==> src/hdl/plane_pkg.sv <==
package plane_pkg;

	//////////////////////////////////////////////////
	// Types
	//////////////////////////////////////////////////

	// RGB332 colour word, red in the top three bits
	typedef logic [7:0] pixel_t;

	// Address into the 4800-word image
	typedef logic [12:0] rom_addr_t;

	//////////////////////////////////////////////////
	// Stored image
	//////////////////////////////////////////////////

	localparam int IMG_W       = 80;
	localparam int IMG_H       = 60;
	localparam int IMG_WORDS   = IMG_W * IMG_H;
	// Each stored pixel covers 2**SCALE_SHIFT screen pixels per axis
	localparam int SCALE_SHIFT = 3;

	//////////////////////////////////////////////////
	// 640x480 raster, in pixel clocks and lines
	//////////////////////////////////////////////////

	localparam int H_ACTIVE = 640;
	localparam int H_FRONT  = 16;
	localparam int H_SYNC   = 96;
	localparam int H_TOTAL  = 800;

	localparam int V_ACTIVE = 480;
	localparam int V_FRONT  = 10;
	localparam int V_SYNC   = 2;
	localparam int V_TOTAL  = 525;

	// Image contents, a diagonal XOR pattern of the address
	function automatic pixel_t image_pattern(input rom_addr_t addr);
		return addr[7:0] ^ addr[12:5];
	endfunction

endpackage

==> src/hdl/pixel_fifo_if.sv <==
`timescale 1ns/1ps

interface pixel_fifo_if import plane_pkg::*; ();

	// Write strobe and data from the ROM side
	logic   wr_en;
	pixel_t wr_data;

	// Status back from the FIFO
	// Room means at least two free slots
	logic   room;
	logic   full;
	logic   empty;

	// Fetch path, ROM drives the write and the address generator watches room
	modport writer (
		output wr_en,
		output wr_data,
		input  room,
		input  full,
		input  empty
	);

	modport fifo (
		input  wr_en,
		input  wr_data,
		output room,
		output full,
		output empty
	);

endinterface

==> src/hdl/pixel_fifo.sv <==
`timescale 1ns/1ps

module pixel_fifo import plane_pkg::*; #(
	parameter int FIFO_DEPTH = 16
) (
	input  logic       clk,
	input  logic       rst,
	pixel_fifo_if.fifo fifo,
	input  logic       pop,
	output pixel_t     dout
);

	localparam int AW = $clog2(FIFO_DEPTH);

	// Storage and pointers
	pixel_t        mem [FIFO_DEPTH];
	logic [AW-1:0] wr_ptr;
	logic [AW-1:0] rd_ptr;
	// Occupancy, one bit wider to hold FIFO_DEPTH
	logic [AW:0]   level;

	logic          do_wr;
	logic          do_rd;

	assign do_wr = fifo.wr_en;
	assign do_rd = pop;

	//////////////////////////////////////////////////
	// Status flags from the level
	//////////////////////////////////////////////////

	// Two slots kept free for the word still in the ROM
	assign fifo.room  = (level <= (AW+1)'(FIFO_DEPTH - 2));
	assign fifo.full  = (level == (AW+1)'(FIFO_DEPTH));
	assign fifo.empty = (level == '0);

	// Head of queue visible without a read cycle
	assign dout = mem[rd_ptr];

	//////////////////////////////////////////////////
	// Storage
	//////////////////////////////////////////////////

	always_ff @(posedge clk) begin
		if (do_wr)
			mem[wr_ptr] <= fifo.wr_data;
	end

	// Pointers wrap by their width
	always_ff @(posedge clk) begin
		if (rst) begin
			wr_ptr <= '0;
			rd_ptr <= '0;
			level  <= '0;
		end else begin
			if (do_wr)
				wr_ptr <= wr_ptr + 1'b1;
			if (do_rd)
				rd_ptr <= rd_ptr + 1'b1;
			case ({do_wr, do_rd})
				2'b10:   level <= level + 1'b1;
				2'b01:   level <= level - 1'b1;
				default: level <= level;
			endcase
		end
	end

	//////////////////////////////////////////////////
	// Checks
	//////////////////////////////////////////////////

	a_no_overflow: assert property (@(posedge clk) disable iff (rst)
		fifo.wr_en |-> !fifo.full);

	// Scan side found nothing to show
	a_no_underflow: assert property (@(posedge clk) disable iff (rst)
		pop |-> !fifo.empty);

endmodule

==> src/flat_wrapper.sv <==
// flat-port wrapper written by rule: the top's interface ports become plain ports
module pixel_fifo_flat import plane_pkg::*;
#(
	parameter int FIFO_DEPTH = 16
)
  (clk, rst, pop, dout, fifo_wr_en, fifo_wr_data, fifo_room, fifo_full, fifo_empty);
  pixel_fifo_if fifo_i ();
  input  logic clk;
  input  logic rst;
  input  logic pop;
  output pixel_t dout;
  input wire logic [$bits(fifo_i.wr_en)-1:0] fifo_wr_en;
  input wire logic [$bits(fifo_i.wr_data)-1:0] fifo_wr_data;
  output wire logic [$bits(fifo_i.room)-1:0] fifo_room;
  output wire logic [$bits(fifo_i.full)-1:0] fifo_full;
  output wire logic [$bits(fifo_i.empty)-1:0] fifo_empty;
  assign fifo_i.wr_en = fifo_wr_en;
  assign fifo_i.wr_data = fifo_wr_data;
  assign fifo_room = fifo_i.room;
  assign fifo_full = fifo_i.full;
  assign fifo_empty = fifo_i.empty;
  pixel_fifo #(.FIFO_DEPTH(FIFO_DEPTH)) u_core (.clk(clk), .rst(rst), .fifo(fifo_i), .pop(pop), .dout(dout));
endmodule
==> config.mk <==
export PLATFORM = sky130hd
export DESIGN_NAME = pixel_fifo_flat
export DESIGN_NICKNAME = d
export VERILOG_FILES = /design/src/hdl/plane_pkg.sv /design/src/hdl/pixel_fifo_if.sv /design/src/hdl/pixel_fifo.sv /design/src/flat_wrapper.sv
export SDC_FILE = /design/constraint.sdc
export NUM_CORES = 1
export LEC_CHECK = 0
export ABC_AREA = 1
export BUFFER_PORTS_ARGS = -buffer_cell sky130_fd_sc_hd__buf_2
export CAP_MARGIN = 5
export CELL_PAD_IN_SITES_DETAIL_PLACEMENT = 0
export CELL_PAD_IN_SITES_GLOBAL_PLACEMENT = 1
export CORE_UTILIZATION = 45
export CTS_CLUSTER_SIZE = 14
export DETAILED_ROUTE_END_ITERATION = 10
export PLACE_DENSITY_LB_ADDON = 0.1
export SLEW_MARGIN = 10
export SYNTH_ARGS = -nofsm -noshare
export SYNTH_HDL_FRONTEND = slang
export SYNTH_SLANG_ARGS = --single-unit
==> constraint.sdc <==
create_clock -name clk -period 2.7 [get_ports clk]
set_input_delay 0.54 -clock clk [delete_from_list [all_inputs] [get_ports clk]]
set_output_delay 0.54 -clock clk [all_outputs]
set_load 0.05 [all_outputs]
# Yosys cells after proc, flatten, opt, wreduce, memory -nomap -nowiden
# Memory sizes are Yosys's and may differ from the RTL's. A register that Yosys moved wholly into a read port is not among the register bits.
# Cells that the tools add are included.
[classes] n_addsub=4 order_cmp=1 eq_ne=3 n_mux=5 reduce_logical=2
[op_table] cell="$pmux W5 S2" count=1
[op_table] cell="$add A4 B1 Y4 const B" count=2
[op_table] cell="$mux W4" count=2
[op_table] cell="$add A5 B1 Y5 const B" count=1
[op_table] cell="$eq A5 B5 Y1 const B" count=1
[op_table] cell="$le A5 B4 Y1 const B" count=1
[op_table] cell="$logic_not A5 Y1" count=1
[op_table] cell="$sub A5 B1 Y5 const B" count=1
[op_table] cell="$eq A2 B1 Y1 const B" count=1
[op_table] cell="$eq A2 B2 Y1 const B" count=1
[op_table] cell="$mux W1" count=2
[op_table] cell="$reduce_bool A2 Y1" count=1
[word_totals] reg_bits=13 mem_bits_rw=128 in_bits=12 out_inout_bits=11 word_cells=19 n_memories=1
[mem_list] name="u_core.mem" depth=16 word_bits=8 read_ports=1 rd_clocked_by_memory_dff=1 wr=1 line="pixel_fifo.sv:16" source="pixel_t mem [FIFO_DEPTH];"

# Depth between registers and ports, before layout
[depth] depth_word=3 mapped_depth=13 mapped_depth_nobuf=13

# Least setup slack after synthesis
# Ideal clock, no wire load.
[synth_timing] path_type="flip-flop to output port" startpoint="register (tool-made name)" endpoint="output dout[0]" arrival_time_ns=1.300 setup_slack_ns=0.860 path_stages_with_launch=9 cell_sequence="dfxtp_1 buf_6 buf_6 buf_6 nand2_1 o211ai_2 nand3_1 nand3_1 nand2_1"
[synth_rtl] element="to (decl)" line="flat_wrapper.sv:11" source="output pixel_t dout;"

==> flow_summary.json <==
{
  "status": "finished clean",
  "antenna_cells": 0,
  "period_needed_ns": 2.50,
  "synth_fp_nets": 557,
  "drtIter0Drc": 300,
  "drc": 0,
  "htree_num_levels": 4,
  "avgSynthCellArea_um2": 11.5,
  "sw_frac_of_total": 0.235,
  "vias_per_cell": 5.25,
  "worstSetupPathType": "flip-flop to output port",
  "async_flop_share": 0,
  "row_count": 42,
  "die_w_um": 119,
  "p_per_area_mw_per_mm2": 734,
  "post-place-cells": 728,
  "ant_nets": 0,
  "fin_crit_sh": 0.926,
  "areaGrowthSynthToFinish_pct": 15.3,
  "cts_tree": "built",
  "finalNetCount": 593,
  "grt_pass1_vias": 3924,
  "preCtsSetupSlack_ns": 0.456,
  "die_h_um": 119,
  "grt_max_degree": 46,
  "drv_cap": 0,
  "gp_congestion": 0.844,
  "grt-ovfl-total": 0,
  "drt_pass1_iterations": 4,
  "leakage_nw": 2.69,
  "num_vias": 3994,
  "p_comb_frac": 0.091,
  "startpoint_type": "flip-flop",
  "clock_path_buffers": 2,
  "clk_latency_ns": 0.42,
  "routedWlPerCell_um": 18.6,
  "synth_edf_count": 128,
  "worstPathArrival_ns": 1.96,
  "ys.warnings.count": 0,
  "final_cells": 761,
  "layout.cells.most_common": "edfxtp_1",
  "timing.setup.tns_ns": 0,
  "grt_usage": 0.218,
  "ys_seq_elements": 145,
  "fmax_ghz": 0.400,
  "hold_viol": 0,
  "worst_slack_ns": 0.200,
  "drt_wl_total_mm": 14.1,
  "max_slew_margin": 0.428,
  "grt_pass1_wl_mm": 22.3,
  "cp.required_ns": 2.16,
  "final_util": 0.534,
  "root_buffer": "clkbuf_16",
  "final_cell_mix": "edfxtp_1 (128), inv_1 (86), nand2_1 (64)",
  "clock-sinks": 145,
  "netlist_instances": 536,
  "numPortBuffers": 22,
  "antenna_found_initial": 0,
  "hold_path_class": "input pin to flip-flop",
  "critPathMaxFanout": 21,
  "seqPwrFrac": 0.483,
  "initial_utilization": 0.463,
  "p_switching_mw": 1.22,
  "synth-seq-area-share": 0.680,
  "synth_area_mm2": 0.00616,
  "ios": 23,
  "hpwl_mm": 8.98,
  "worstMarginPinSlew_ns": 0.855,
  "p_clk_frac": 0.426,
  "cts_hold_buf": 0,
  "core-area_mm2": 0.0133,
  "critPathCaptureType": "output port",
  "internal_power_mw": 3.99,
  "synth_flop_cell": "edfxtp_1",
  "rsz0062_at_grt": "false",
  "dieArea_mm2": 0.0142,
  "fin_worst_skew_ns": 0.00595,
  "maxSlewViolCount": 0,
  "setup_viol": 0,
  "numCtsBuffers": 17,
  "synth_cell_types": 23,
  "cts.reportedPaths.clkPinSlew_ns": 0.05,
  "peakVddDrop_uv": 373,
  "layout-drive-gt1-share": 0.140
}
==> repair_timing <==
| item | CTS | global route |
|---|---|---|
| buffers inserted | 0 | 1 |
| resized for setup | 0 | 1 |
| endpoints found under the setup margin | 0 | 8 |
==> per-stage QoR <==
stage	power [mW]	area (um2)	hold slack, ns
after floorplan	2.89	6160	0.450
after global placement	3.03	6510	0.471
after detailed placement	3.04	6510	0.471
after CTS	5.25	7080	0.377
after global routing	5.41	7100	0.403
final	5.21	7100	0.392
==> per-layer routing <==
metal / share of wire / global-route usage / vias up
met3: 0.056 / 0.0608 / 15
met4: 0.014 / 0.0767 / 0
met5: 0 / 0 / -
met2: 0.46 / 0.328 / 90
met1: 0.47 / 0.303 / 1959
li1: - / - / 1930
==> kinds of logic (layout without fill, tap and decap cells) <==
family / count (synthesis) / in the layout / synth area share
buffers and inverters: 111 / 160 / 0.0762
flip-flops: 145 / 145 / 0.680
XOR/XNOR: 3 / 3 / 0.00427
AO/OA/AOI/OAI: 118 / 118 / 0.118
adder cells (fa/ha/maj): 9 / 9 / 0.0183
AND/OR/NAND/NOR: 150 / 150 / 0.103
==> power by group through the flow <==
stage          Clock, mW  Combinational (mW)  Sequential [mW]
5_1_grt             2.36               0.527             2.52
6_report            2.22               0.475             2.52
2_1_floorplan          0               0.343             2.54
3_3_place_gp           0               0.460             2.57
4_1_cts             2.26               0.468             2.52
3_5_place_dp           0               0.466             2.57
==> Yosys cell counts (all sizes together) (3+ instances only) <==
cell / n / area [um2]
edfxtp: 128 / 3840
inv: 86 / 323
nand2: 64 / 240
nand3: 54 / 270
a21oi: 43 / 215
o21ai: 40 / 200
o211ai: 32 / 290
nor2: 30 / 113
buf: 21 / 131
dfxtp: 17 / 340
ha: 9 / 113
clkbuf: 4 / 15.0
xor2: 3 / 26.3
==> critical path, stage by stage (launching register included) <==
cell and delay [ns]:
dfxtp_4 0.51, buf_4 0.25, a21oi_1 0.08, o21ai_0 0.13, nand3_1 0.19, nand3_1 0.11
nand2_1 0.06, buf_2 0.21
==> path summary, 6_finish.rpt <==
check                        start               end  slack, ns  cells after the start
hold / removal          fifo_wr_en  u_core.wr_ptr[0]       0.39                      2
setup reg to reg  u_core.wr_ptr[0]  u_core.mem[7][3]       0.93                      3
setup / recovery         flip-flop           dout[7]       0.20                      7
hold reg to reg   u_core.rd_ptr[2]  u_core.rd_ptr[2]       0.48                      2
==> sequential cells by signal, summed over array words and instances, names as in the netlist, named ones only <==
name and count:
u_core.rd_ptr 4, u_core.mem 128, u_core.level 5, u_core.wr_ptr 4
==> layout make-up <==
type	instances	area, um2
clock buffer	28	548
multi-input combinational	280	1500
clock inverter	4	20.0
fill	1196	6200
timing repair buffer	42	293
tap	176	220
sequential	145	4190
inverter	86	323
(Power assumes the default switching activity.)
