**src/hdl/plane_pkg.sv**
```systemverilog
package plane_pkg;

	//////////////////////////////////////////////////
	// Types
	//////////////////////////////////////////////////

	// RGB332 colour word, red in the top three bits
	typedef logic [7:0] pixel_t;

	// Address into the 4800-word image
	typedef logic [12:0] rom_addr_t;

	//////////////////////////////////////////////////
	// Stored image
	//////////////////////////////////////////////////

	localparam int IMG_W       = 80;
	localparam int IMG_H       = 60;
	localparam int IMG_WORDS   = IMG_W * IMG_H;
	// Each stored pixel covers 2**SCALE_SHIFT screen pixels per axis
	localparam int SCALE_SHIFT = 3;

	//////////////////////////////////////////////////
	// 640x480 raster, in pixel clocks and lines
	//////////////////////////////////////////////////

	localparam int H_ACTIVE = 640;
	localparam int H_FRONT  = 16;
	localparam int H_SYNC   = 96;
	localparam int H_TOTAL  = 800;

	localparam int V_ACTIVE = 480;
	localparam int V_FRONT  = 10;
	localparam int V_SYNC   = 2;
	localparam int V_TOTAL  = 525;

	// Image contents, a diagonal XOR pattern of the address
	function automatic pixel_t image_pattern(input rom_addr_t addr);
		return addr[7:0] ^ addr[12:5];
	endfunction

endpackage

```
**src/hdl/scan_timing.sv**
```systemverilog
`timescale 1ns/1ps

module scan_timing import plane_pkg::*; (
	input  logic clk,
	input  logic rst,
	output logic pix_stb,
	output logic active,
	output logic hsync_n,
	output logic vsync_n
);

	// Sync windows in raster coordinates
	localparam int HS_START = H_ACTIVE + H_FRONT;
	localparam int HS_END   = HS_START + H_SYNC;
	localparam int VS_START = V_ACTIVE + V_FRONT;
	localparam int VS_END   = VS_START + V_SYNC;

	// Ten-bit raster position
	logic [9:0] h_pos;
	logic [9:0] v_pos;

	logic       line_end;
	logic       frame_end;

	//////////////////////////////////////////////////
	// Pixel strobe at half the clk rate
	//////////////////////////////////////////////////

	always_ff @(posedge clk) begin
		if (rst)
			pix_stb <= 1'b0;
		else
			pix_stb <= ~pix_stb;
	end

	//////////////////////////////////////////////////
	// Counters
	//////////////////////////////////////////////////

	assign line_end  = (h_pos == 10'(H_TOTAL - 1));
	assign frame_end = (v_pos == 10'(V_TOTAL - 1));

	// Start in vertical blanking so the FIFO fills before line 0
	always_ff @(posedge clk) begin
		if (rst) begin
			h_pos <= '0;
			v_pos <= 10'(V_ACTIVE);
		end else if (pix_stb) begin
			if (line_end) begin
				h_pos <= '0;
				v_pos <= frame_end ? '0 : v_pos + 1'b1;
			end else begin
				h_pos <= h_pos + 1'b1;
			end
		end
	end

	//////////////////////////////////////////////////
	// Decode
	//////////////////////////////////////////////////

	assign active = (h_pos < 10'(H_ACTIVE)) && (v_pos < 10'(V_ACTIVE));

	// Both syncs active low
	assign hsync_n = !((h_pos >= 10'(HS_START)) && (h_pos < 10'(HS_END)));
	assign vsync_n = !((v_pos >= 10'(VS_START)) && (v_pos < 10'(VS_END)));

endmodule

```
**config.mk**
```make
export PLATFORM = sky130hd
export DESIGN_NAME = scan_timing
export DESIGN_NICKNAME = d
export VERILOG_FILES = /design/src/hdl/plane_pkg.sv /design/src/hdl/scan_timing.sv
export SDC_FILE = /design/constraint.sdc
export NUM_CORES = 1
export LEC_CHECK = 0
export BUFFER_PORTS_ARGS = -buffer_cell sky130_fd_sc_hd__buf_2
export CAP_MARGIN = 20
export CORE_MARGIN = 4
export CORE_UTILIZATION = 50
export CTS_CLUSTER_DIAMETER = 150
export DETAILED_ROUTE_END_ITERATION = 16
export GPL_TIMING_DRIVEN = 1
export PLACE_DENSITY_LB_ADDON = 0.2
export SYNTH_ARGS = -nofsm -noshare
export SYNTH_HDL_FRONTEND = slang
export SYNTH_SLANG_ARGS = --single-unit
```
**constraint.sdc**
```tcl
create_clock -name clk -period 2.8 [get_ports clk]
set_input_delay 0.14 -clock clk [delete_from_list [all_inputs] [get_ports clk]]
set_output_delay 0.14 -clock clk [all_outputs]
set_load 0.05 [all_outputs]
```
; After elaboration in Yosys (flattened, before gate mapping)
; Index checks and enable logic that the tools add are counted.
[totals]
ff_bits = 21
wordCells = 22
[op_classes]
addsub = 2
magnitude_cmp = 6
eq_ne = 2
muxes = 2
bitwise_logic = 1
reduce_logical = 6
[op_table]
columns = op, count
row1 = "10-bit by 1-bit adder with 10-bit output, second input constant", 2
row2 = "10-bit == test, second input constant", 2
row3 = "10-bit < comparator, second input constant", 2
row4 = "10-bit by 9-bit < comparator with 1-bit output, second input constant", 2
row5 = 10-bit 2-to-1 mux, 2
row6 = "10-bit greater-or-equal comparator, second input constant", 1
row7 = "10-bit by 9-bit greater-or-equal comparator with 1-bit output, second input constant", 1
row8 = 1-bit logical AND, 3
row9 = 1-bit zero test, 2
row10 = 2-bit AND reduction, 1
row11 = 1-bit NOT, 1

; Depth between registers and ports, before layout
; Gate-level depths: netlist of run 1.
[depth]
ltp_word = 3
depth_mapped = 7
depth_no_buf = 6

; Worst setup path before layout of run 1
; No wires, ideal clock.
[synth_path]
kind = reg2reg
start = reg pix_stb
end = reg v_pos[4]
arrival_ns = 1.823
required_ns = 2.729
slack_ns = 0.906
stages_incl_launch_ff = 5
synth_period_minus_slack_ns = 1.894
cell_sequence = dfxtp_1 -> and2_1 -> nand4_4 -> or4_1 -> a21oi_1
[synth_via]
elab_chain_len = 1
[synth_rtl]
columns = item, line
row1 = start: declaration, scan_timing.sv:6  ; output logic pix_stb,
row2 = start signal: assignment, scan_timing.sv:33  ; pix_stb <= ~pix_stb;
row3 = 2-bit AND reduction (no source line), --
row4 = end signal: assignment, scan_timing.sv:47  ; v_pos <= 10'(V_ACTIVE);
row5 = end signal: assignment, scan_timing.sv:51  ; v_pos <= frame_end ? '0 : v_pos + 1'b1;
row6 = end: declaration, scan_timing.sv:20  ; logic [9:0] v_pos;
; Every way passes these cells.
; A chain may end at the register's enable or synchronous reset.

; Worst setup path after layout of run 1
[layout_path]
start = reg h_pos[0]
end = reg v_pos[6]
[layout_via]
elab_chain_len = 2
[layout_rtl]
columns = item, line
row1 = start: declaration, scan_timing.sv:19  ; logic [9:0] h_pos;
row2 = start signal: assignment, scan_timing.sv:53  ; h_pos <= h_pos + 1'b1;
row3 = 10-bit == test, scan_timing.sv:40  ; assign line_end = (h_pos == 10'(H_TOTAL - 1));
row4 = 2-bit AND reduction (no source line), --
; Every way passes these cells.

==> results of run 1 <==
==> registers in the layout (all words and copies together), names as in the netlist <==
register and flops:
v_pos 10, pix_stb 1, h_pos 10
==> cell type report <==
cell class | count | area, um2
Multi-Input combinational cell | 102 | 656.9
Inverter | 7 | 26.28
Sequential cell | 21 | 420.4
Fill cell | 195 | 873.3
Timing Repair Buffer | 5 | 25.02
Clock buffer | 4 | 26.28
Tap cell | 27 | 33.78
==> final timing paths <==
path	from	to	slack (ps)
setup / recovery	h_pos[0]	v_pos[6]	890
hold / removal	rst	pix_stb	210
setup reg to reg	h_pos[0]	v_pos[6]	890
hold reg to reg	v_pos[8]	v_pos[8]	520
==> per-layer routing <==
metal | routed length (um) | part of all wire (%) | vias to the layer above | GRT usage [%]
li1 | - | - | 493 | -
met1 | 1118 | 52 | 457 | 21.21
met2 | 950 | 44 | 25 | 21.28
met3 | 80 | 3.7 | 4 | 3.016
met4 | 19 | 0.88 | 0 | 6.250
met5 | 0 | 0 | - | 0
==> synth_stat cells (3+ instances only) <==
library cell / count / area share (%)
nor2_1: 9 / 3.0
a21oi_1: 4 / 1.8
nor3_1: 15 / 6.6
nand4_1: 4 / 2.2
xor2_1: 5 / 3.9
nand2_1: 11 / 3.6
xnor2_1: 4 / 3.1
ha_1: 4 / 4.4
inv_1: 7 / 2.3
clkbuf_1: 3 / 0.99
o21ai_0: 5 / 2.2
nand3_1: 14 / 6.2
dfxtp_1: 21 / 37
==> power by group through the flow <==
stage | clock network [mW] | registers (mW) | logic (mW)
6_report | 0.151 | 0.307 | 0.0184
5_1_grt | 0.170 | 0.308 | 0.0205
4_1_cts | 0.156 | 0.307 | 0.0184
3_5_place_dp | 0 | 0.314 | 0.0184
3_3_place_gp | 0 | 0.314 | 0.0185
2_1_floorplan | 0 | 0.317 | 0.0112
==> stage by stage <==
step / power, mW / worst slack [ps] / std cells / cell area (um2) / hold slack (ps)
floorplan: 0.3279 / 906.2 / 136 / 1136 / 270.4
global placement: 0.3321 / 964.4 / 162 / 1162 / 492.2
detailed placement: 0.3322 / 916.7 / 162 / 1162 / 501.0
CTS: 0.4817 / 892.6 / 166 / 1189 / 192.6
global route: 0.4984 / 810.5 / 166 / 1189 / 228.4
finish: 0.4765 / 889.1 / 166 / 1189 / 206.0
==> cell families (layout without fill, tap and decap cells) <==
group | Yosys count | after routing | share of synthesized area, %
buffers and inverters | 13 | 16 | 5.177
AO/OA/AOI/OAI | 19 | 19 | 11.46
AND/OR/NAND/NOR | 70 | 70 | 35.02
adder cells (fa/ha/maj) | 4 | 4 | 4.405
XOR/XNOR | 9 | 9 | 6.938
flip-flops | 21 | 21 | 37.00
==> results.sh, run 1 <==
export IMPL_antenna_found_initial=0
export IMPL_final_util_pct=57.65
export IMPL_cts_root_buf="clkbuf_4"
export IMPL_io_pins=6
export IMPL_diodes=0
export IMPL_htreeDepth=1
export IMPL_dpl_hpwl_um=1549
export IMPL_worstPathCellList="ha_1 -> and3_1 -> and4_2 -> o21ai_0 -> a221o_1"
export IMPL_fin_nets=146
export IMPL_cts_buffer_depth=2
export IMPL_fmax_ghz=0.5233
export IMPL_min_path_type="in -> reg"
export IMPL_startpoint_type="register"
export IMPL_power_density_nw_per_um2=400.9
export IMPL_drtIter0Drc=26
export IMPL_p_comb_share_pct=3.9
export IMPL_num_vias=979
export IMPL_clock_sinks=21
export IMPL_grt_max_degree=21
export IMPL_rows=16
export IMPL_path_class="reg -> reg"
export IMPL_rsz0062_at_grt="false"
export IMPL_clkSlewWorstSetupHoldPaths_ps=120
export IMPL_drt_total_wl_um=2169
export IMPL_async_flop_share_pct=0
export IMPL_internal_power_mw=0.3638
export IMPL_syn_area_um2=1136
export IMPL_synth_edf_count=0
export IMPL_wl_per_cell_um=13.07
export IMPL_place_congestion=0.8145
export IMPL_relSlewSlack_pct=75.19
export IMPL_drcViolationCount=0
export IMPL_crit_family="simple AND/OR/NAND/NOR gates"
export IMPL_cts_hold_fix_buffers=0
export IMPL_port_buffers=5
export IMPL_final_common_cell="dfxtp_1"
export IMPL_worst_ep_required_time_ps=3010
export IMPL_power_share_clock_pct=31.7
export IMPL_synth_seq_cells=21
export IMPL_synth_fp_nets=142
export IMPL_final_antenna_net_count=0
export IMPL_track_usage_pct=14.81
export IMPL_slowest_delay_ps=430
export IMPL_seq_power_share_pct=64.4
export IMPL_critPathCaptureType="register"
export IMPL_die_h_um=55.67
export IMPL_cts_tree="yes"
export IMPL_rr_worst_depth=5
export IMPL_die_w_um=55.67
export IMPL_areaGrowthSynthToFinish_pct=4.626
export IMPL_seq_area_frac_synth_pct=37.00
export IMPL_tns_ps=0
export IMPL_cp_arrival_ps=2120
export IMPL_cts_inserted_buffers=3
export IMPL_hold_path_cell_count=2
export IMPL_grt_first_pass_wirelength_um=3753
export IMPL_netlist_instances=136
export IMPL_max_vdd_ir_drop_mv=0.2879
export IMPL_drive_gt1_share_pct=10.07
export IMPL_tightest_slew_ps=372.1
export IMPL_cp_num_cells=5
export IMPL_grt_pass1_vias=815
export IMPL_setup_viol=0
export IMPL_synth_ff_type="dfxtp_1"
export IMPL_firstDrtPassIters=4
export IMPL_drv_slew=0
export IMPL_core_um2=2062
export IMPL_post_route_period_util_pct=68.25
export IMPL_power_switching_mw=0.1127
export IMPL_synth_cell_types=37
export IMPL_gr_total_overflow=0
export IMPL_cts_resized=0
export IMPL_p_leak_nw=0.4257
export IMPL_swShare_pct=23.65
export IMPL_crit_fanout=14
export IMPL_via_per_inst=5.898
export IMPL_drv_cap=0
export IMPL_min_period_ps=1911
export IMPL_yosysWarnings=0
export IMPL_finClkSkew_ps=1.091
export IMPL_post_cts_buffers=0
export IMPL_cp_slowest_cell="and4_2"
export IMPL_avgSynthCellArea_um2=8.354
export IMPL_initial_utilization_pct=55.10
export IMPL_mostFrequentLayoutCells="dfxtp_1, nor3_1, nand3_1"
export IMPL_final_hold_violation_count=0
export IMPL_cp_num_buf_inv=0
export IMPL_clk_latency_ps=310
export IMPL_status="finished clean"
export IMPL_dieArea_um2=3099
(Power assumes the default switching activity.)
==> inputs of run 2 (changes only) <==
- clock period: 2.8 -> 1.56 ns (I/O delays scaled with it)
==> results.sh, run 2 (synthesized netlist as in run 1, its figures left out) <==
export IMPL_cp_slowest_cell="or4_4"
export IMPL_final_hold_violation_count=0
export IMPL_cts_tree="yes"
export IMPL_place_congestion=0.8995
export IMPL_status="complete, but fails checks"
export IMPL_io_pins=6
export IMPL_final_antenna_net_count=0
export IMPL_startpoint_type="register"
export IMPL_gr_total_overflow=0
export IMPL_die_h_um=55.67
export IMPL_num_vias=1119
export IMPL_reg_largest_list="h_pos: 10 flops, v_pos: 10 flops, pix_stb: 1 flops"
export IMPL_core_um2=2062
export IMPL_power_density_nw_per_um2=570.1
export IMPL_via_per_inst=5.709
export IMPL_drv_cap=0
export IMPL_cts_buffer_depth=2
export IMPL_die_w_um=55.67
export IMPL_mostFrequentLayoutCells="buf_4, nor3_1, dfxtp_1"
export IMPL_drive_gt1_share_pct=39.05
export IMPL_cp_startpoint="v_pos[1]"
export IMPL_antenna_found_initial=0
export IMPL_post_route_period_util_pct=103.8
export IMPL_max_vdd_ir_drop_mv=0.4884
export IMPL_clock_sinks=21
export IMPL_slowest_delay_ps=480
export IMPL_diodes=0
export IMPL_cts_inserted_buffers=3
export IMPL_power_mw=0.8660
export IMPL_grt_max_degree=21
export IMPL_grt_pass1_vias=1045
export IMPL_setup_ws_ps=-59.79
export IMPL_setup_viol=5
export IMPL_drt_total_wl_um=2670
export IMPL_firstDrtPassIters=4
export IMPL_violations="setup timing"
export IMPL_port_buffers=5
export IMPL_crit_end="v_pos[8]"
export IMPL_worst_ep_required_time_ps=1810
export IMPL_wl_per_cell_um=13.62
export IMPL_final_common_cell="buf_4"
export IMPL_drv_slew=0
export IMPL_min_period_ps=1620
export IMPL_fin_nets=176
export IMPL_relSlewSlack_pct=73.53
export IMPL_cp_arrival_ps=1870
export IMPL_multiInputGateArea_um2=744.5
export IMPL_grt_first_pass_wirelength_um=4436
export IMPL_dieArea_um2=3099
export IMPL_cp_num_buf_inv=2
export IMPL_tightest_slew_ps=397.1
export IMPL_clkSlewWorstSetupHoldPaths_ps=120
export IMPL_initial_utilization_pct=55.10
export IMPL_fmax_ghz=0.6174
export IMPL_clk_latency_ps=300
export IMPL_finClkSkew_ps=3.531
export IMPL_crit_family="simple AND/OR/NAND/NOR gates"
export IMPL_dpl_hpwl_um=1865
export IMPL_rsz0062_at_grt="true"
export IMPL_areaGrowthSynthToFinish_pct=33.70
export IMPL_cp_num_cells=6
export IMPL_place_area_um2=1374
export IMPL_critPathCaptureType="register"
export IMPL_crit_fanout=5
export IMPL_register_area_um2=431.7
export IMPL_min_path_type="in -> reg"
export IMPL_drcViolationCount=0
export IMPL_finish_instance_area_um2=1519
export IMPL_r2r_slack_ps=-60
export IMPL_track_usage_pct=17.23
export IMPL_htreeDepth=1
export IMPL_fill_cells=150
export IMPL_rows=16
export IMPL_reg2reg_from="v_pos[1]"
export IMPL_cts_root_buf="clkbuf_4"
export IMPL_rr_worst_depth=6
export IMPL_drtIter0Drc=36
export IMPL_crit_path_frequent_cell="buf_4"
export IMPL_r2r_end="v_pos[8]"
export IMPL_p_leak_nw=0.5998
export IMPL_path_class="reg -> reg"
export IMPL_worstPathCellList="buf_4 -> ha_2 -> nand4_1 -> buf_4 -> or4_4 -> nand3_2"
==> run 2: cell types whose count changed in the layout (fill, tap and decap cells not counted), moves of 2 or more <==
cell     delta
or4_4       +2
buf_4      +29
a21oi_1     -2
a21oi_2     +2
or4_1       -2
ha_1        -2
dfxtp_1     -7
dfxtp_2     +6
nand3_1     -2
o21ai_0     -2
nand3_2     +2
==> run 2: how the worst min path moves through the flow <==
| stage | depth (start not counted) | slack [ps] | start | endpoint |
|---|---|---|---|---|
| after global routing | 2 | 170 | rst | v_pos[4] |
| after detailed placement | 2 | 470 | rst | pix_stb |
| after CTS | 2 | 150 | rst | pix_stb |
| after global placement | 2 | 460 | rst | pix_stb |
| final | 2 | 160 | rst | pix_stb |
| after floorplan | 2 | 210 | rst | v_pos[5] |
==> run 2: repair_timing <==
action / CTS / global route
setup buffers: 1 / 4
hold buffers: 0 / 0
endpoints found under the setup margin: 8 / 11
resized for setup: 4 / 21
pin swaps: 2 / 10
==> run 2: layout make-up <==
class / instances / share of cell area (%)
Multi-Input combinational cell: 102 / 49.01
Sequential cell: 21 / 28.42
Timing Repair Buffer: 35 / 16.89
Tap cell: 27 / 2.224
Clock buffer: 4 / 1.730
Inverter: 7 / 1.730
==> run 2: routing by layer <==
metal  wire, um  track usage [%]  vias up
met5          0                0        -
met4         12            4.167        0
met3        116            4.176        2
met2       1271            28.55       31
met1       1270            22.35      531
li1           -                -      555
==> run 2: metrics by stage <==
stage	TNS [ps]	worst slack (ps)	hold WS (ps)	instances	util, %
2_1_floorplan	-125.9	-78.39	208.7	136	-
5_1_grt	-501.3	-109.0	168.9	196	73.67
4_1_cts	-299.0	-91.13	150.6	192	68.81
3_3_place_gp	-197.0	-78.74	460.4	187	66.63
3_5_place_dp	-357.9	-117.0	468.2	187	66.63
6_report	-160.5	-59.79	158.9	196	73.67
==> run 2: report_power, final <==
group          internal [mW]  total (mW)  switching (mW)  leakage, nW
Sequential             0.543       0.548         0.00525        0.171
Combinational         0.0193      0.0507          0.0314        0.414
Clock                 0.0995       0.267           0.167       0.0150
==> inputs of run 3 (changes only) <==
- REMOVE_ABC_BUFFERS: not set -> 1
==> results.sh, run 3 (synthesized netlist as in run 1, its figures left out) <==
export IMPL_seq_power_share_pct=62.4
export IMPL_die_h_um=55.67
export IMPL_min_path_type="in -> reg"
export IMPL_p_leak_nw=0.6073
export IMPL_startpoint_type="register"
export IMPL_cts_inserted_buffers=3
export IMPL_place_congestion=0.8641
export IMPL_dpl_hpwl_um=1961
export IMPL_place_area_um2=1358
export IMPL_post_route_period_util_pct=104.1
export IMPL_drv_cap=0
export IMPL_violations="setup timing"
export IMPL_critPathCaptureType="register"
export IMPL_fin_nets=176
export IMPL_fmax_ghz=0.6158
export IMPL_mostFrequentLayoutCells="buf_4, nor3_1, dfxtp_1"
export IMPL_cts_root_buf="clkbuf_4"
export IMPL_grt_max_degree=21
export IMPL_dieArea_um2=3099
export IMPL_via_per_inst=5.832
export IMPL_port_buffers=5
export IMPL_r2r_slack_ps=-60
export IMPL_drtIter0Drc=67
export IMPL_setup_viol=3
export IMPL_grt_first_pass_wirelength_um=4505
export IMPL_grt_pass1_vias=1019
export IMPL_internal_power_mw=0.6620
export IMPL_areaGrowthSynthToFinish_pct=35.13
export IMPL_rows=16
export IMPL_cp_num_buf_inv=0
export IMPL_power_share_clock_pct=31.8
export IMPL_whs_ps=132.2
export IMPL_path_class="reg -> reg"
export IMPL_min_period_ps=1624
export IMPL_max_vdd_ir_drop_mv=0.4812
export IMPL_reg_largest_list="h_pos: 10 flops, v_pos: 10 flops, pix_stb: 1 flops"
export IMPL_cp_slowest_cell="or4_4"
export IMPL_rsz0062_at_grt="true"
export IMPL_num_vias=1143
export IMPL_drv_slew=0
export IMPL_htreeDepth=1
export IMPL_swShare_pct=24.31
export IMPL_wl_per_cell_um=15.66
export IMPL_power_density_nw_per_um2=569.7
export IMPL_fill_cells=145
export IMPL_antenna_found_initial=0
export IMPL_core_um2=2062
export IMPL_track_usage_pct=18.00
export IMPL_power_mw=0.8746
export IMPL_io_pins=6
export IMPL_tightest_slew_ps=379.0
export IMPL_p_comb_share_pct=5.8
export IMPL_final_hold_violation_count=0
export IMPL_clkSlewWorstSetupHoldPaths_ps=130
export IMPL_worstPathCellList="nor4b_4 -> nand4_4 -> or4_4 -> a21oi_2"
export IMPL_gr_total_overflow=0
export IMPL_finClkSkew_ps=7.297
export IMPL_cp_arrival_ps=1880
export IMPL_final_common_cell="buf_4"
export IMPL_drt_total_wl_um=3070
export IMPL_drcViolationCount=0
export IMPL_firstDrtPassIters=7
export IMPL_worst_ep_required_time_ps=1820
export IMPL_clk_latency_ps=310
export IMPL_crit_family="simple AND/OR/NAND/NOR gates"
export IMPL_drive_gt1_share_pct=39.05
export IMPL_finish_instance_area_um2=1535
export IMPL_power_switching_mw=0.2126
export IMPL_status="complete, but fails checks"
export IMPL_clock_sinks=21
export IMPL_cts_buffer_depth=2
export IMPL_initial_utilization_pct=55.10
export IMPL_cts_tree="yes"
export IMPL_final_antenna_net_count=0
export IMPL_diodes=0
export IMPL_die_w_um=55.67
export IMPL_setup_ws_ps=-63.89
export IMPL_slowest_delay_ps=530
export IMPL_relSlewSlack_pct=74.73
export IMPL_crit_fanout=3
## run 3: power by group through the flow
stage	clock [mW]	combinational, mW	sequential [mW]
floorplan	0	0.0141	0.568
global placement	0	0.0483	0.558
detailed placement	0	0.0502	0.558
CTS	0.276	0.0503	0.546
global route	0.301	0.0552	0.547
finish	0.278	0.0504	0.546
## run 3: final timing paths
path	start	to	depth (start not counted)
setup / recovery	h_pos[5]	v_pos[4]	4
hold / removal	rst	pix_stb	2
setup reg to reg	h_pos[5]	v_pos[4]	4
hold reg to reg	v_pos[8]	v_pos[8]	2
## run 3: area by class of cell
cell class	instances	area [um2]	area share, %
Sequential cell	21	429.2	27.95
Multi-Input combinational cell	102	753.2	49.06
Inverter	7	26.28	1.711
Timing Repair Buffer	35	266.5	17.36
Tap cell	27	33.78	2.200
Clock buffer	4	26.28	1.711
## run 3: routing by layer
metal | GRT usage [%] | vias to the layer above | part of all wire (%) | routed length [um]
met1 | 23.91 | 554 | 44 | 1336
li1 | - | 555 | - | -
met2 | 27.87 | 30 | 50 | 1544
met5 | 0 | - | 0 | 0
met3 | 4.408 | 4 | 5.3 | 164
met4 | 6.944 | 0 | 0.78 | 24
## run 3: per-stage QoR
step	std cells	setup slack [ps]	utilization, %	setup TNS (ps)
finish	196	-63.89	74.45	-109.0
global route	196	-122.2	74.45	-626.6
CTS	194	-45.92	68.45	-157.5
detailed placement	188	-165.8	65.84	-516.7
global placement	188	-49.87	65.84	-144.0
floorplan	130	-393.5	-	-2532
## run 3: repair_timing
item,in CTS,in global routing
buffers inserted,2,2
endpoints found under the setup margin,6,18
gates resized for setup,7,32
hold buffers,0,0
pin swaps,5,10
