[src/hdl/plane_pkg.sv]
package plane_pkg;

	//////////////////////////////////////////////////
	// Types
	//////////////////////////////////////////////////

	// RGB332 colour word, red in the top three bits
	typedef logic [7:0] pixel_t;

	// Address into the 4800-word image
	typedef logic [12:0] rom_addr_t;

	//////////////////////////////////////////////////
	// Stored image
	//////////////////////////////////////////////////

	localparam int IMG_W       = 80;
	localparam int IMG_H       = 60;
	localparam int IMG_WORDS   = IMG_W * IMG_H;
	// Each stored pixel covers 2**SCALE_SHIFT screen pixels per axis
	localparam int SCALE_SHIFT = 3;

	//////////////////////////////////////////////////
	// 640x480 raster, in pixel clocks and lines
	//////////////////////////////////////////////////

	localparam int H_ACTIVE = 640;
	localparam int H_FRONT  = 16;
	localparam int H_SYNC   = 96;
	localparam int H_TOTAL  = 800;

	localparam int V_ACTIVE = 480;
	localparam int V_FRONT  = 10;
	localparam int V_SYNC   = 2;
	localparam int V_TOTAL  = 525;

	// Image contents, a diagonal XOR pattern of the address
	function automatic pixel_t image_pattern(input rom_addr_t addr);
		return addr[7:0] ^ addr[12:5];
	endfunction

endpackage

[src/hdl/pixel_out.sv]
`timescale 1ns/1ps

module pixel_out import plane_pkg::*; (
	input  logic   clk,
	input  logic   rst,
	input  logic   pix_stb,
	input  logic   active,
	input  logic   hsync_n,
	input  logic   vsync_n,
	output logic   pop,
	input  pixel_t dout,
	output pixel_t rgb,
	output logic   de,
	output logic   hsync,
	output logic   vsync
);

	//////////////////////////////////////////////////
	// FIFO read
	//////////////////////////////////////////////////

	// One word per visible pixel, taken on the second clk of the pixel
	assign pop = pix_stb && active;

	//////////////////////////////////////////////////
	// Output register
	//////////////////////////////////////////////////

	// Sampled every clk, so each pixel shows for two clks
	// Head word stays put until the pop so both samples match
	always_ff @(posedge clk) begin
		if (rst) begin
			rgb   <= '0;
			de    <= 1'b0;
			hsync <= 1'b1;
			vsync <= 1'b1;
		end else begin
			// Black during blanking
			rgb   <= active ? dout : '0;
			de    <= active;
			hsync <= hsync_n;
			vsync <= vsync_n;
		end
	end

endmodule

[config.mk]
export PLATFORM = sky130hd
export DESIGN_NAME = pixel_out
export DESIGN_NICKNAME = d
export VERILOG_FILES = /design/src/hdl/plane_pkg.sv /design/src/hdl/pixel_out.sv
export SDC_FILE = /design/constraint.sdc
export NUM_CORES = 1
export LEC_CHECK = 0
export BUFFER_PORTS_ARGS = -buffer_cell sky130_fd_sc_hd__buf_2
export CAP_MARGIN = 20
export CORE_AREA = 8 8 45 47
export CTS_CLUSTER_SIZE = 8
export DETAILED_ROUTE_END_ITERATION = 10
export DIE_AREA = 0 0 53 55
export SLEW_MARGIN = 20
export SYNTH_ARGS = -nofsm -noshare
export SYNTH_HDL_FRONTEND = slang
export SYNTH_SLANG_ARGS = --single-unit
[constraint.sdc]
create_clock -name clk -period 1.2 [get_ports clk]
set_clock_uncertainty 0.1 [all_clocks]
set_input_delay 0.36 -clock clk [delete_from_list [all_inputs] [get_ports clk]]
set_output_delay 0.36 -clock clk [all_outputs]
set_load 0.01 [all_outputs]
Yosys cells after proc, flatten, opt, wreduce, memory -nomap -nowiden
Index checks and enable logic that the tools add are counted.
- flip-flop bits (word level): 11
- output and inout port bits: 12
- word-level logic and storage cells: 7
- bitwise gates (word level): 1
- reductions and logical operators: 2
- operators with widths (kind ; number):
    $reduce_or A2 Y1 ; 1
    $logic_and A1 B1 Y1 ; 1
    $not A1 Y1 ; 1

Longest topological paths before layout
Gate-level depths: netlist (run 1).
- depth after elaboration: 2
- mapped depth: 2
- depth with buffers taken out: 1

Worst setup path after synthesis (run 1)
No wires, ideal clock.
- path type: input to output
- start point: input port pix_stb
- end point: output port pop
- data arrival time: 525 ps
- stages on the path: 1
- path slack: 215 ps
- buffers on the path: 0
- cells stage by stage: and2_1
- cells in the longest elaborated chain, start to end: 1
- RTL lines (item ; RTL line ; text):
    from (decl) ; pixel_out.sv:6 ; input logic pix_stb,
    $logic_and A1 B1 Y1 ; pixel_out.sv:23 ; assign pop = pix_stb && active;
    to (decl) ; pixel_out.sv:10 ; output logic pop,
Every way passes these cells.

Final worst setup path (run 1)
Ends and elaborated chain as after synthesis.

==> metrics.md, run 1 <==
| Metric | Value |
|---|---|
| Total of warnings raised by yosys | 0 |
| Hold Path End | hsync$_SDFF_PP1_ |
| Final WS setup | 0.01898 ns |
| Tmin final | 1.181 ns |
| Antenna violations before repair | 0 |
| Worst setup startpoint | pix_stb |
| DRT Pass-1 Iters | 2 |
| Placer congestion estimate | 0.6377 |
| Die area | 2915 um^2 |
| I/O pins | 26 |
| CP arrival | 0.72 ns |
| Max_cap viols | 0 |
| Setup TNS | 0 ns |
| Worst Path Max Fanout | 1 |
| Slowest library cell on the worst path | and2_1 |
| Worst-path clk slew | 0.06 ns |
| RSZ-0062 raised after global routing | yes |
| Syn-to-layout area delta | 58.24% |
| Primary FF master, synth | dfxtp_1 |
| Area of the multi-input gates | 95.09 um^2 |
| Post-synth top area share | 0.6743 |
| GR Overflow Total | 0 |
| Vias in the first global route | 305 |
| CTS Buffer Depth | 2 |
| Hold_ws | 0.1763 ns |
| Number of placed instances, taps included | 65 |
| Die H | 55 um |
| Post-DR wirelength/cell | 11.81 um |
| Final setup viols | 0 |
| N_diodes | 0 |
| Cell Area, Synth | 326.6 um^2 |
| Synth top area cells | dfxtp_1 (67%), and3b_1 (21%), or2_1 (3.8%) |
| Seq/Total Area, Yosys | 0.6743 |
| Fillers | 136 |
| Lkg Pwr | 0.0002879 uW |
| Final Max Slew Viols | 0 |
| ANT nets after route | 0 |
| Cell Int Power | 553.8 uW |
| Dpl ws | 0.01725 ns |
| Hold-critical path depth | 2 |
| Critical Path RT | 0.74 ns |
| Register area | 224.0 um^2 |
| FP Rows | 14 |
| Status | complete, no violations |
| DRT iter0 DRCs | 2 |
| Post-Syn Nets | 38 |
| Largest net degree at the start of global routing | 12 |
| First-pass GRT wire length | 1276 um |
| Share of cells above drive strength 1 | 0.6038 |
| Fraction of registers with async set/reset | 0 |
| Slew HR | 0.9135 |
| FF+latch count, synth | 11 |
| Crit path kind | in2out |
| Starting Density | 0.2360 |
| Count leader, synth | dfxtp_1 |
| Sw Pwr | 142.9 uW |
| Flop pwr share | 0.554 |
| Dominant cell type by area after synthesis | dfxtp_1 |
| Clock Power Share | 0.339 |
| Post-Layout Cell Count | 69 |
| Met2 Wirelength | 264 um |
| Peak supply drop | 0.4782 mV |
| DR top layer | met3 |
| Worst-margin pin slew | 0.1297 ns |
| Via count | 271 |
| Fmax | 0.8467 GHz |
| Mean Syn Cell Area | 13.61 um^2 |
| CTS root buf | clkbuf_4 |
| Buffers on Ports | 25 |
| Crit path cell chain | buf_2 > and2_1 > buf_2 |
| Number of flops mapped to enable cells by yosys | 0 |
| Synth cell types | 6 |
| TritonCTS Sinks | 11 |
| Synth Instances | 24 |
| Sw Share | 0.2051 |
| CP endpoint kind | output port |
| Nets | 68 |
| Vias per cell | 3.928 |
| Hold WC Path Type | in2reg |
| Pwr dens | 1348 nW/um^2 |
| DIE WIDTH | 53 um |
| Startpoint Class | primary input |
| CTS tree | yes |
| Slowest stage delay, CP | 0.14 ns |
| Hold Startpoint | hsync_n |
| Final hold viol count | 0 |
| CP most frequent cell | buf_2 |
| Final wirelength | 815 um |
| Inserted Clock Buffers | 3 |
| Final Cycle Share | 0.9842 |
| DRC | 0 |
| Cts hold-fix bufs | 0 |
| Gate power share | 0.106 |
| H-tree levels | 1 |
| Gr usage total | 0.06473 |
| WL met3 | 180 um |
| Top cells by count, synth | dfxtp_1 (11), and3b_1 (8), or2_1 (2) |
| Design Power | 696.7 uW |
| Core Area | 1384 um^2 |
| Wl on met1 | 370 um |
power groups by stage:
stage                     Combinational [uW]  Sequential (uW)  Clock, uW
after CTS                               71.5              385        253
after detailed placement                71.3              393          0
after floorplan                         20.0              402          0
after global placement                  71.1              392          0
after global routing                    82.6              388        281
final                                   74.1              386        236
repair_timing:
item / 4_1_cts / 5_1_grt
endpoints found under the setup margin: 0 / 5
resized for setup: 0 / 6
setup buffers: 0 / 0
area by class of cell:
class | instances | area share
Tap cell | 16 | 0.03874
Sequential cell | 11 | 0.4334
Timing Repair Buffer | 26 | 0.2930
Clock buffer | 4 | 0.05085
Multi-Input combinational cell | 12 | 0.1840
state kept, by name, summed over array words and instances (netlist names):
register / flops
rgb: 8
hsync: 1
de: 1
vsync: 1
how the worst max path moves through the flow:
stage	end	depth (start not counted)
2_1_floorplan	pop	1
3_3_place_gp	pop	3
3_5_place_dp	pop	3
4_1_cts	pop	3
5_1_grt	hsync	1
6_report	pop	3
stage by stage:
| stage | area, um^2 | util |
|---|---|---|
| floorplan | 326.6 | - |
| global placement | 467.9 | 0.3382 |
| detailed placement | 467.9 | 0.3382 |
| CTS | 494.2 | 0.3571 |
| global route | 516.7 | 0.3734 |
| finish | 516.7 | 0.3734 |
critical path, delay by kind of cell:
family,cells,cell delay [ns]
buffers and inverters,2,0.22
and+or+nand+nor,1,0.14
cells in the final DEF (no fill, tap or decap):
cell type,netlist,final
clkbuf_1,0,1
or2_1,2,2
buf_4,0,1
dfxtp_1,11,8
and2_1,1,1
and3b_1,8,8
dfxtp_2,0,3
nor2b_1,1,1
buf_2,0,22
buf_6,1,3
clkbuf_4,0,3
metal layers:
| layer | global-route usage | vias to the layer above |
|---|---|---|
| li1 | - | 139 |
| met1 | 0.06605 | 108 |
| met2 | 0.07422 | 24 |
| met3 | 0.07487 | 0 |
| met4 | 0.03879 | 0 |
| met5 | 0 | - |
logic make-up after synthesis:
family,share of synthesized area
simple gates,0.2912
buf+inv,0.03448
flops,0.6743
No activity file was read; power rests on OpenSTA's default activity.
==> run 2: changes to the inputs <==
--- a/config.mk
+++ b/config.mk
@@ -11,6 +11,7 @@
 export CTS_CLUSTER_SIZE = 8
 export DETAILED_ROUTE_END_ITERATION = 10
 export DIE_AREA = 0 0 53 55
+export RECOVER_POWER = 25
 export SLEW_MARGIN = 20
 export SYNTH_ARGS = -nofsm -noshare
 export SYNTH_HDL_FRONTEND = slang
==> constraint.sdc (replaced) <==
create_clock -name clk -period 1.4 [get_ports clk]
set_clock_uncertainty 0.1 [all_clocks]
set_input_delay 0.42 -clock clk [delete_from_list [all_inputs] [get_ports clk]]
set_output_delay 0.42 -clock clk [all_outputs]
set_load 0.01 [all_outputs]
==> run 2 against run 1 <==
Hold slack improved by 0.060 ns. Clock-buffer cell count unchanged. Flip-flop and latch count unchanged. Final cell count stayed put. Non-clock buffer count did not move. Sequential share of layout area up 1.3 points. Utilization decreased by 1.7 points. Die area unchanged. Routed wire length down 0.37%. Critical path type unchanged.
==> metrics.md, run 2 (synthesized netlist as in run 1, its figures left out) <==
| Metric | Value |
|---|---|
| Slew HR | 0.7969 (was 0.9135) |
| Share of cells above drive strength 1 | 0.5283 (was 0.6038) |
| H-tree levels | 1 (unchanged) |
| Gr usage total | 0.06473 (unchanged) |
| Syn-to-layout area delta | 50.96% (was 58.24%) |
| Post-CTS setup buffers | 0 (unchanged) |
| GR Overflow Total | 0 (unchanged) |
| Die area | 2915 um^2 (unchanged) |
| FP Rows | 14 (unchanged) |
| First-pass GRT wire length | 1276 um (unchanged) |
| CTS root buf | clkbuf_4 (unchanged) |
| CTS Buffer Depth | 2 (unchanged) |
| Pwr dens | 1199 nW/um^2 (was 1348 nW/um^2) |
| Antenna violations before repair | 0 (unchanged) |
| Setup TNS | 0 ns (unchanged) |
| Leading cell type in the layout, fill and taps excluded | buf_2 (unchanged) |
| DIE WIDTH | 53 um (unchanged) |
| Hold Path End | hsync$_SDFF_PP1_ (unchanged) |
| Inserted Clock Buffers | 3 (unchanged) |
| Starting Density | 0.2360 (unchanged) |
| Worst Path Max Fanout | 1 (unchanged) |
| Worst-path clk slew | 0.06 ns (about the same) |
| Buffers on Ports | 25 (unchanged) |
| Worst setup startpoint | pix_stb (unchanged) |
| Hold Startpoint | hsync_n (unchanged) |
| Post-DR wirelength/cell | 11.77 um (was 11.81 um) |
| Final setup viols | 0 (unchanged) |
| Largest net degree at the start of global routing | 12 (unchanged) |
| Tmin final | 1.301 ns |
| Vias per cell | 3.913 (was 3.928) |
| Via count | 270 (was 271) |
| DRT Pass-1 Iters | 2 (unchanged) |
| DRT iter0 DRCs | 3 (was 2) |
| Core Area | 1384 um^2 (unchanged) |
| Nets | 68 (unchanged) |
| Peak supply drop | 0.4091 mV (was 0.4782 mV) |
| CP endpoint kind | output port (unchanged) |
| N_diodes | 0 (unchanged) |
| CTS tree | yes (unchanged) |
| Fmax | 0.7686 GHz |
| DRC | 0 (unchanged) |
| Placer congestion estimate | 0.6377 (unchanged) |
| ANT nets after route | 0 (unchanged) |
| TritonCTS Sinks | 11 (unchanged) |
| Dpl ws | 0.09725 ns (was 0.01725 ns) |
| PostCTS Resize Cnt | 0 (unchanged) |
| RSZ-0062 raised after global routing | no (was yes) |
| Final hold viol count | 0 (unchanged) |
| Final Max Slew Viols | 0 (unchanged) |
| Most flops, register | rgb (unchanged) |
| Hold_ws | 0.2361 ns (was 0.1763 ns) |
| Final WS setup | 0.09898 ns (was 0.01898 ns) |
| Lkg Pwr | 0.0002812 uW (was 0.0002879 uW) |
| Highest-count cells in the layout ignoring fill and taps | buf_2 (24), dfxtp_1 (11), and3b_1 (8), clkbuf_4 (3) (was buf_2 (22), and3b_1 (8), dfxtp_1 (8)) |
| Vias in the first global route | 305 (unchanged) |
| CP arrival | 0.78 ns (was 0.72 ns) |
| Hold WC Path Type | in2reg (unchanged) |
| I/O pins | 26 (unchanged) |
| Final Cycle Share | 0.9293 |
| Final wirelength | 812 um (was 815 um) |
| Cts hold-fix bufs | 0 (unchanged) |
| Max FFs per register | 8 (unchanged) |
| Startpoint Class | primary input (unchanged) |
| Fillers | 142 (was 136) |
| Worst-margin pin slew | 0.3046 ns (was 0.1297 ns) |
| Status | complete, no violations (unchanged) |
| Max_cap viols | 0 (unchanged) |
| Crit path kind | in2out (unchanged) |
| Die H | 55 um (unchanged) |
| Critical Path RT | 0.88 ns (was 0.74 ns) |
| Hold-critical path depth | 2 (unchanged) |
run 2: cell count changes in the layout (fill, tap and decap cells not counted), sizes merged:
| cell | previous run | this run |
|---|---|---|
| buf | 26 | 25 |
| clkbuf | 4 | 5 |
run 2: final cells by class:
class | instances | area [um^2] | area share
clock buffer | 4 | 26.28 | 0.05330
multi-input combinational | 12 | 95.09 | 0.1929
sequential | 11 | 220.2 | 0.4467
tap | 16 | 20.02 | 0.04061
timing repair buffer | 26 | 131.4 | 0.2665
run 2: critical path, stage by stage:
cell and delay [ns]:
buf_2 0.09, and2_1 0.14, buf_2 0.13
run 2: routing by layer:
metal / GRT usage / routed length [um] / vias up
li1: - / - / 139
met1: 0.06605 / 366 / 107
met2: 0.07422 / 264 / 24
met3: 0.07487 / 182 / 0
met4: 0.03879 / 0 / 0
met5: 0 / 0 / -
run 2: worst max path at each step:
stage | endpoint | slack [ns]
5_1_grt | pop | 0.09
3_3_place_gp | pop | 0.10
3_5_place_dp | pop | 0.1
4_1_cts | pop | 0.1
2_1_floorplan | pop | 0.30
6_report | pop | 0.1
run 2: power breakdown:
| group | internal (uW) | leakage [uW] | switching [uW] | total, uW |
|---|---|---|---|---|
| combinational | 33.3 | 0.000175 | 26.0 | 59.3 |
| sequential | 327 | 0.0000908 | 2.92 | 330 |
| clock | 110 | 0.0000150 | 92.1 | 202 |
run 2: stage by stage:
step                      utilization  cells  power, uW  cell area (um^2)
after global placement         0.3382     65      397.3             467.9
after floorplan                     -     24      361.8             326.6
after global routing           0.3562     69      638.3             493.0
after CTS                      0.3571     69      608.3             494.2
after detailed placement       0.3382     65      397.9             467.9
final                          0.3562     69      590.9             493.0
==> run 3: changes to the inputs <==
--- a/config.mk
+++ b/config.mk
@@ -5,12 +5,13 @@
 export SDC_FILE = /design/constraint.sdc
 export NUM_CORES = 1
 export LEC_CHECK = 0
+export ABC_AREA = 1
 export BUFFER_PORTS_ARGS = -buffer_cell sky130_fd_sc_hd__buf_2
 export CAP_MARGIN = 20
-export CORE_AREA = 8 8 45 47
+export CORE_AREA = 5 5 42 44
 export CTS_CLUSTER_SIZE = 8
 export DETAILED_ROUTE_END_ITERATION = 10
-export DIE_AREA = 0 0 53 55
+export DIE_AREA = 0 0 47 49
 export RECOVER_POWER = 25
 export SLEW_MARGIN = 20
 export SYNTH_ARGS = -nofsm -noshare
==> run 3 against run 2 <==
Via count grew 4.1%. Sequential share of layout area up 1.0 points. Routed wire length is 25% lower. Synthesized area decreased by 2.3%. Synthesized cell count up 42%. Highest routed layer is now met4. Critical path type unchanged. Clock-buffer cell count did not move. Flip-flop and latch count unchanged.
==> metrics.md, run 3 <==
| Metric | Value |
|---|---|
| DIE WIDTH | 47 um (was 53 um) |
| Tmin final | 1.247 ns (was 1.301 ns) |
| Die H | 49 um (was 55 um) |
| Hold_ws | 0.2376 ns (was 0.2361 ns) |
| CTS tree | yes (unchanged) |
| Status | complete, no violations (unchanged) |
| Seq/Total Area, Yosys | 0.6902 (was 0.6743) |
| Synth top area cells | dfxtp_1 (69%), inv_1 (13%), nor2_1 (9.4%) (was dfxtp_1 (67%), and3b_1 (21%), or2_1 (3.8%)) |
| Synth Instances | 34 (was 24) |
| Post-DR wirelength/cell | 7.684 um (was 11.77 um) |
| Via count | 281 (was 270) |
| Number of placed instances, taps included | 75 (was 65) |
| FF+latch count, synth | 11 (unchanged) |
| Worst-path clk slew | 0.06 ns (about the same) |
| Final hold viol count | 0 (unchanged) |
| I/O pins | 26 (unchanged) |
| Lkg Pwr | 0.0003000 uW (was 0.0002812 uW) |
| DRT Pass-1 Iters | 4 (was 2) |
| Sw Pwr | 124.3 uW (was 121.1 uW) |
| Max FFs per register | 8 (unchanged) |
| Dominant cell type by area after synthesis | dfxtp_1 (unchanged) |
| Peak supply drop | 0.3836 mV (was 0.4091 mV) |
| Critical Path RT | 0.88 ns (about the same) |
| Die area | 2303 um^2 (was 2915 um^2) |
| Synth Area in Adders | 0 (unchanged) |
| RSZ-0062 raised after global routing | no (unchanged) |
| Final wirelength | 607 um (was 812 um) |
| TritonCTS Sinks | 11 (unchanged) |
| Cell Area, Synth | 319.1 um^2 (was 326.6 um^2) |
| CP endpoint | pop (unchanged) |
| Gate power share | 0.094 (was 0.100) |
| Vias in the first global route | 263 (was 305) |
| XOR/XNOR Fraction of Synth Area | 0 (unchanged) |
| Worst Path Max Fanout | 2 (was 1) |
| Area of the multi-input gates | 50.05 um^2 (was 95.09 um^2) |
| DRT iter0 DRCs | 3 (unchanged) |
| Worst-margin pin slew | 0.2836 ns (was 0.3046 ns) |
| Pwr dens | 1222 nW/um^2 (was 1199 nW/um^2) |
| Syn-to-layout area delta | 50.98% (was 50.96%) |
| CP endpoint kind | output port (unchanged) |
| Mux contribution to synthesized area | 0 (unchanged) |
| Antenna violations before repair | 0 (unchanged) |
| CP arrival | 0.73 ns (was 0.78 ns) |
| Post-Syn Nets | 48 (was 38) |
| Setup TNS | 0 ns (unchanged) |
| Compound-Gate Fraction of Synth Area | 0 (unchanged) |
| Max_cap viols | 0 (unchanged) |
| Worst setup startpoint | active (was pix_stb) |
| First-pass GRT wire length | 1021 um (was 1276 um) |
| Hold WC Path Type | in2reg (unchanged) |
| Placer congestion estimate | 0.6480 (was 0.6377) |
| Gr usage total | 0.06638 (was 0.06473) |
| CTS root buf | clkbuf_4 (unchanged) |
| Post-synth top area share | 0.6902 (was 0.6743) |
| Primary FF master, synth | dfxtp_1 (unchanged) |
| Flop pwr share | 0.559 (was 0.558) |
| Fillers | 173 (was 142) |
| PostCTS Resize Cnt | 0 (unchanged) |
| Share of cells above drive strength 1 | 0.4286 (was 0.5283) |
| Starting Density | 0.2277 (was 0.2360) |
| Slew HR | 0.8105 (was 0.7969) |
| Post-Layout Cell Count | 79 (was 69) |
| Final Cycle Share | 0.8907 (was 0.9293) |
| FP Rows | 14 (unchanged) |
| Total of warnings raised by yosys | 0 (unchanged) |
| Core Area | 1401 um^2 (was 1384 um^2) |
| Number of flops mapped to enable cells by yosys | 0 (unchanged) |
| Simple-Gate Fraction of Synth Area | 0.1804 (was 0.2912) |
| Crit path kind | in2out (unchanged) |
| N_diodes | 0 (unchanged) |
| Most flops, register | rgb (unchanged) |
| GR Overflow Total | 0 (unchanged) |
| Highest-count cells in the layout ignoring fill and taps | buf_2 (24), inv_1 (11), dfxtp_1 (11), nor2_1 (8), clkbuf_4 (3) (was buf_2 (24), dfxtp_1 (11), and3b_1 (8), clkbuf_4 (3)) |
| Fmax | 0.8019 GHz (was 0.7686 GHz) |
| Nets | 78 (was 68) |
| Top cells by count, synth | dfxtp_1 (11), inv_1 (11), nor2_1 (8) (was dfxtp_1 (11), and3b_1 (8), or2_1 (2)) |
| Startpoint Class | primary input (unchanged) |
| Clock Power Share | 0.347 (was 0.342) |
| Leading cell type in the layout, fill and taps excluded | buf_2 (unchanged) |
| Largest net degree at the start of global routing | 10 (was 12) |
| ANT nets after route | 0 (unchanged) |
| Sw Share | 0.2111 (was 0.2049) |
| Buffers on Ports | 25 (unchanged) |
| HPWL after DPL | 504 um |
| Final setup viols | 0 (unchanged) |
| Synth cell types | 6 (unchanged) |
| Final Max Slew Viols | 0 (unchanged) |
| Cts hold-fix bufs | 0 (unchanged) |
| Inserted Clock Buffers | 3 (unchanged) |
| Fraction of registers with async set/reset | 0 (unchanged) |
| H-tree levels | 1 (unchanged) |
| Register area | 220.2 um^2 (unchanged) |
| Cell Int Power | 464.4 uW (was 469.8 uW) |
| CTS Buffer Depth | 2 (unchanged) |
| Mean Syn Cell Area | 9.384 um^2 (was 13.61 um^2) |
| Post-CTS setup buffers | 0 (unchanged) |
| DRC | 0 (unchanged) |
| Largest family of logic cells by synthesized area | simple AND/OR/NAND/NOR gates (unchanged) |
| Vias per cell | 3.557 (was 3.913) |
==> run 3: per-layer routing <==
layer,track usage,wire length (um),vias up,share of wire
li1,-,-,150,-
met1,0.07095,227,110,0.37
met2,0.08597,273,19,0.45
met3,0.01107,87,2,0.14
met4,0.09677,19,0,0.031
met5,0,0,-,0
==> run 3: critical path, cell delays in order <==
cell,delay (ns)
buf_2,0.10
nand2_1,0.05
inv_1,0.03
buf_2,0.13
==> run 3: logic make-up after synthesis <==
group	Yosys count
buffers and inverters	11
flip-flops	11
AND/OR/NAND/NOR	12
==> run 3: worst min-delay path by stage <==
stage	end	depth (start not counted)	startpoint	slack (ns)
final	vsync$_SDFF_PP1_	2	vsync_n	0.24
after global routing	vsync$_SDFF_PP1_	2	vsync_n	0.24
after CTS	vsync$_SDFF_PP1_	2	vsync_n	0.22
after detailed placement	vsync$_SDFF_PP1_	2	vsync_n	0.50
after global placement	vsync$_SDFF_PP1_	2	vsync_n	0.50
after floorplan	hsync$_SDFF_PP1_	1	hsync_n	0.42
==> run 3: stage by stage <==
stage / total power (uW) / instance area (um^2) / util / setup slack, ns
floorplan: 361.0 / 319.1 / - / 0.3470
global placement: 395.0 / 464.2 / 0.3313 / 0.1383
detailed placement: 396.2 / 464.2 / 0.3313 / 0.1281
CTS: 611.1 / 490.5 / 0.3500 / 0.1263
global route: 629.1 / 481.7 / 0.3438 / 0.1074
finish: 588.7 / 481.7 / 0.3438 / 0.1530
==> run 3: area by class of cell <==
class,instances,area share
Timing Repair Buffer,25,0.2571
Multi-Input combinational cell,12,0.1039
Inverter,11,0.08571
Clock buffer,4,0.05455
Tap cell,16,0.04156
Sequential cell,11,0.4571
==> run 3: power by group through the flow <==
stage	logic (uW)	registers [uW]	clock network, uW
final	55.4	329	204
after global placement	59.0	336	0
after floorplan	16.3	345	0
after global routing	63.5	330	235
after CTS	60.0	329	222
after detailed placement	59.9	336	0
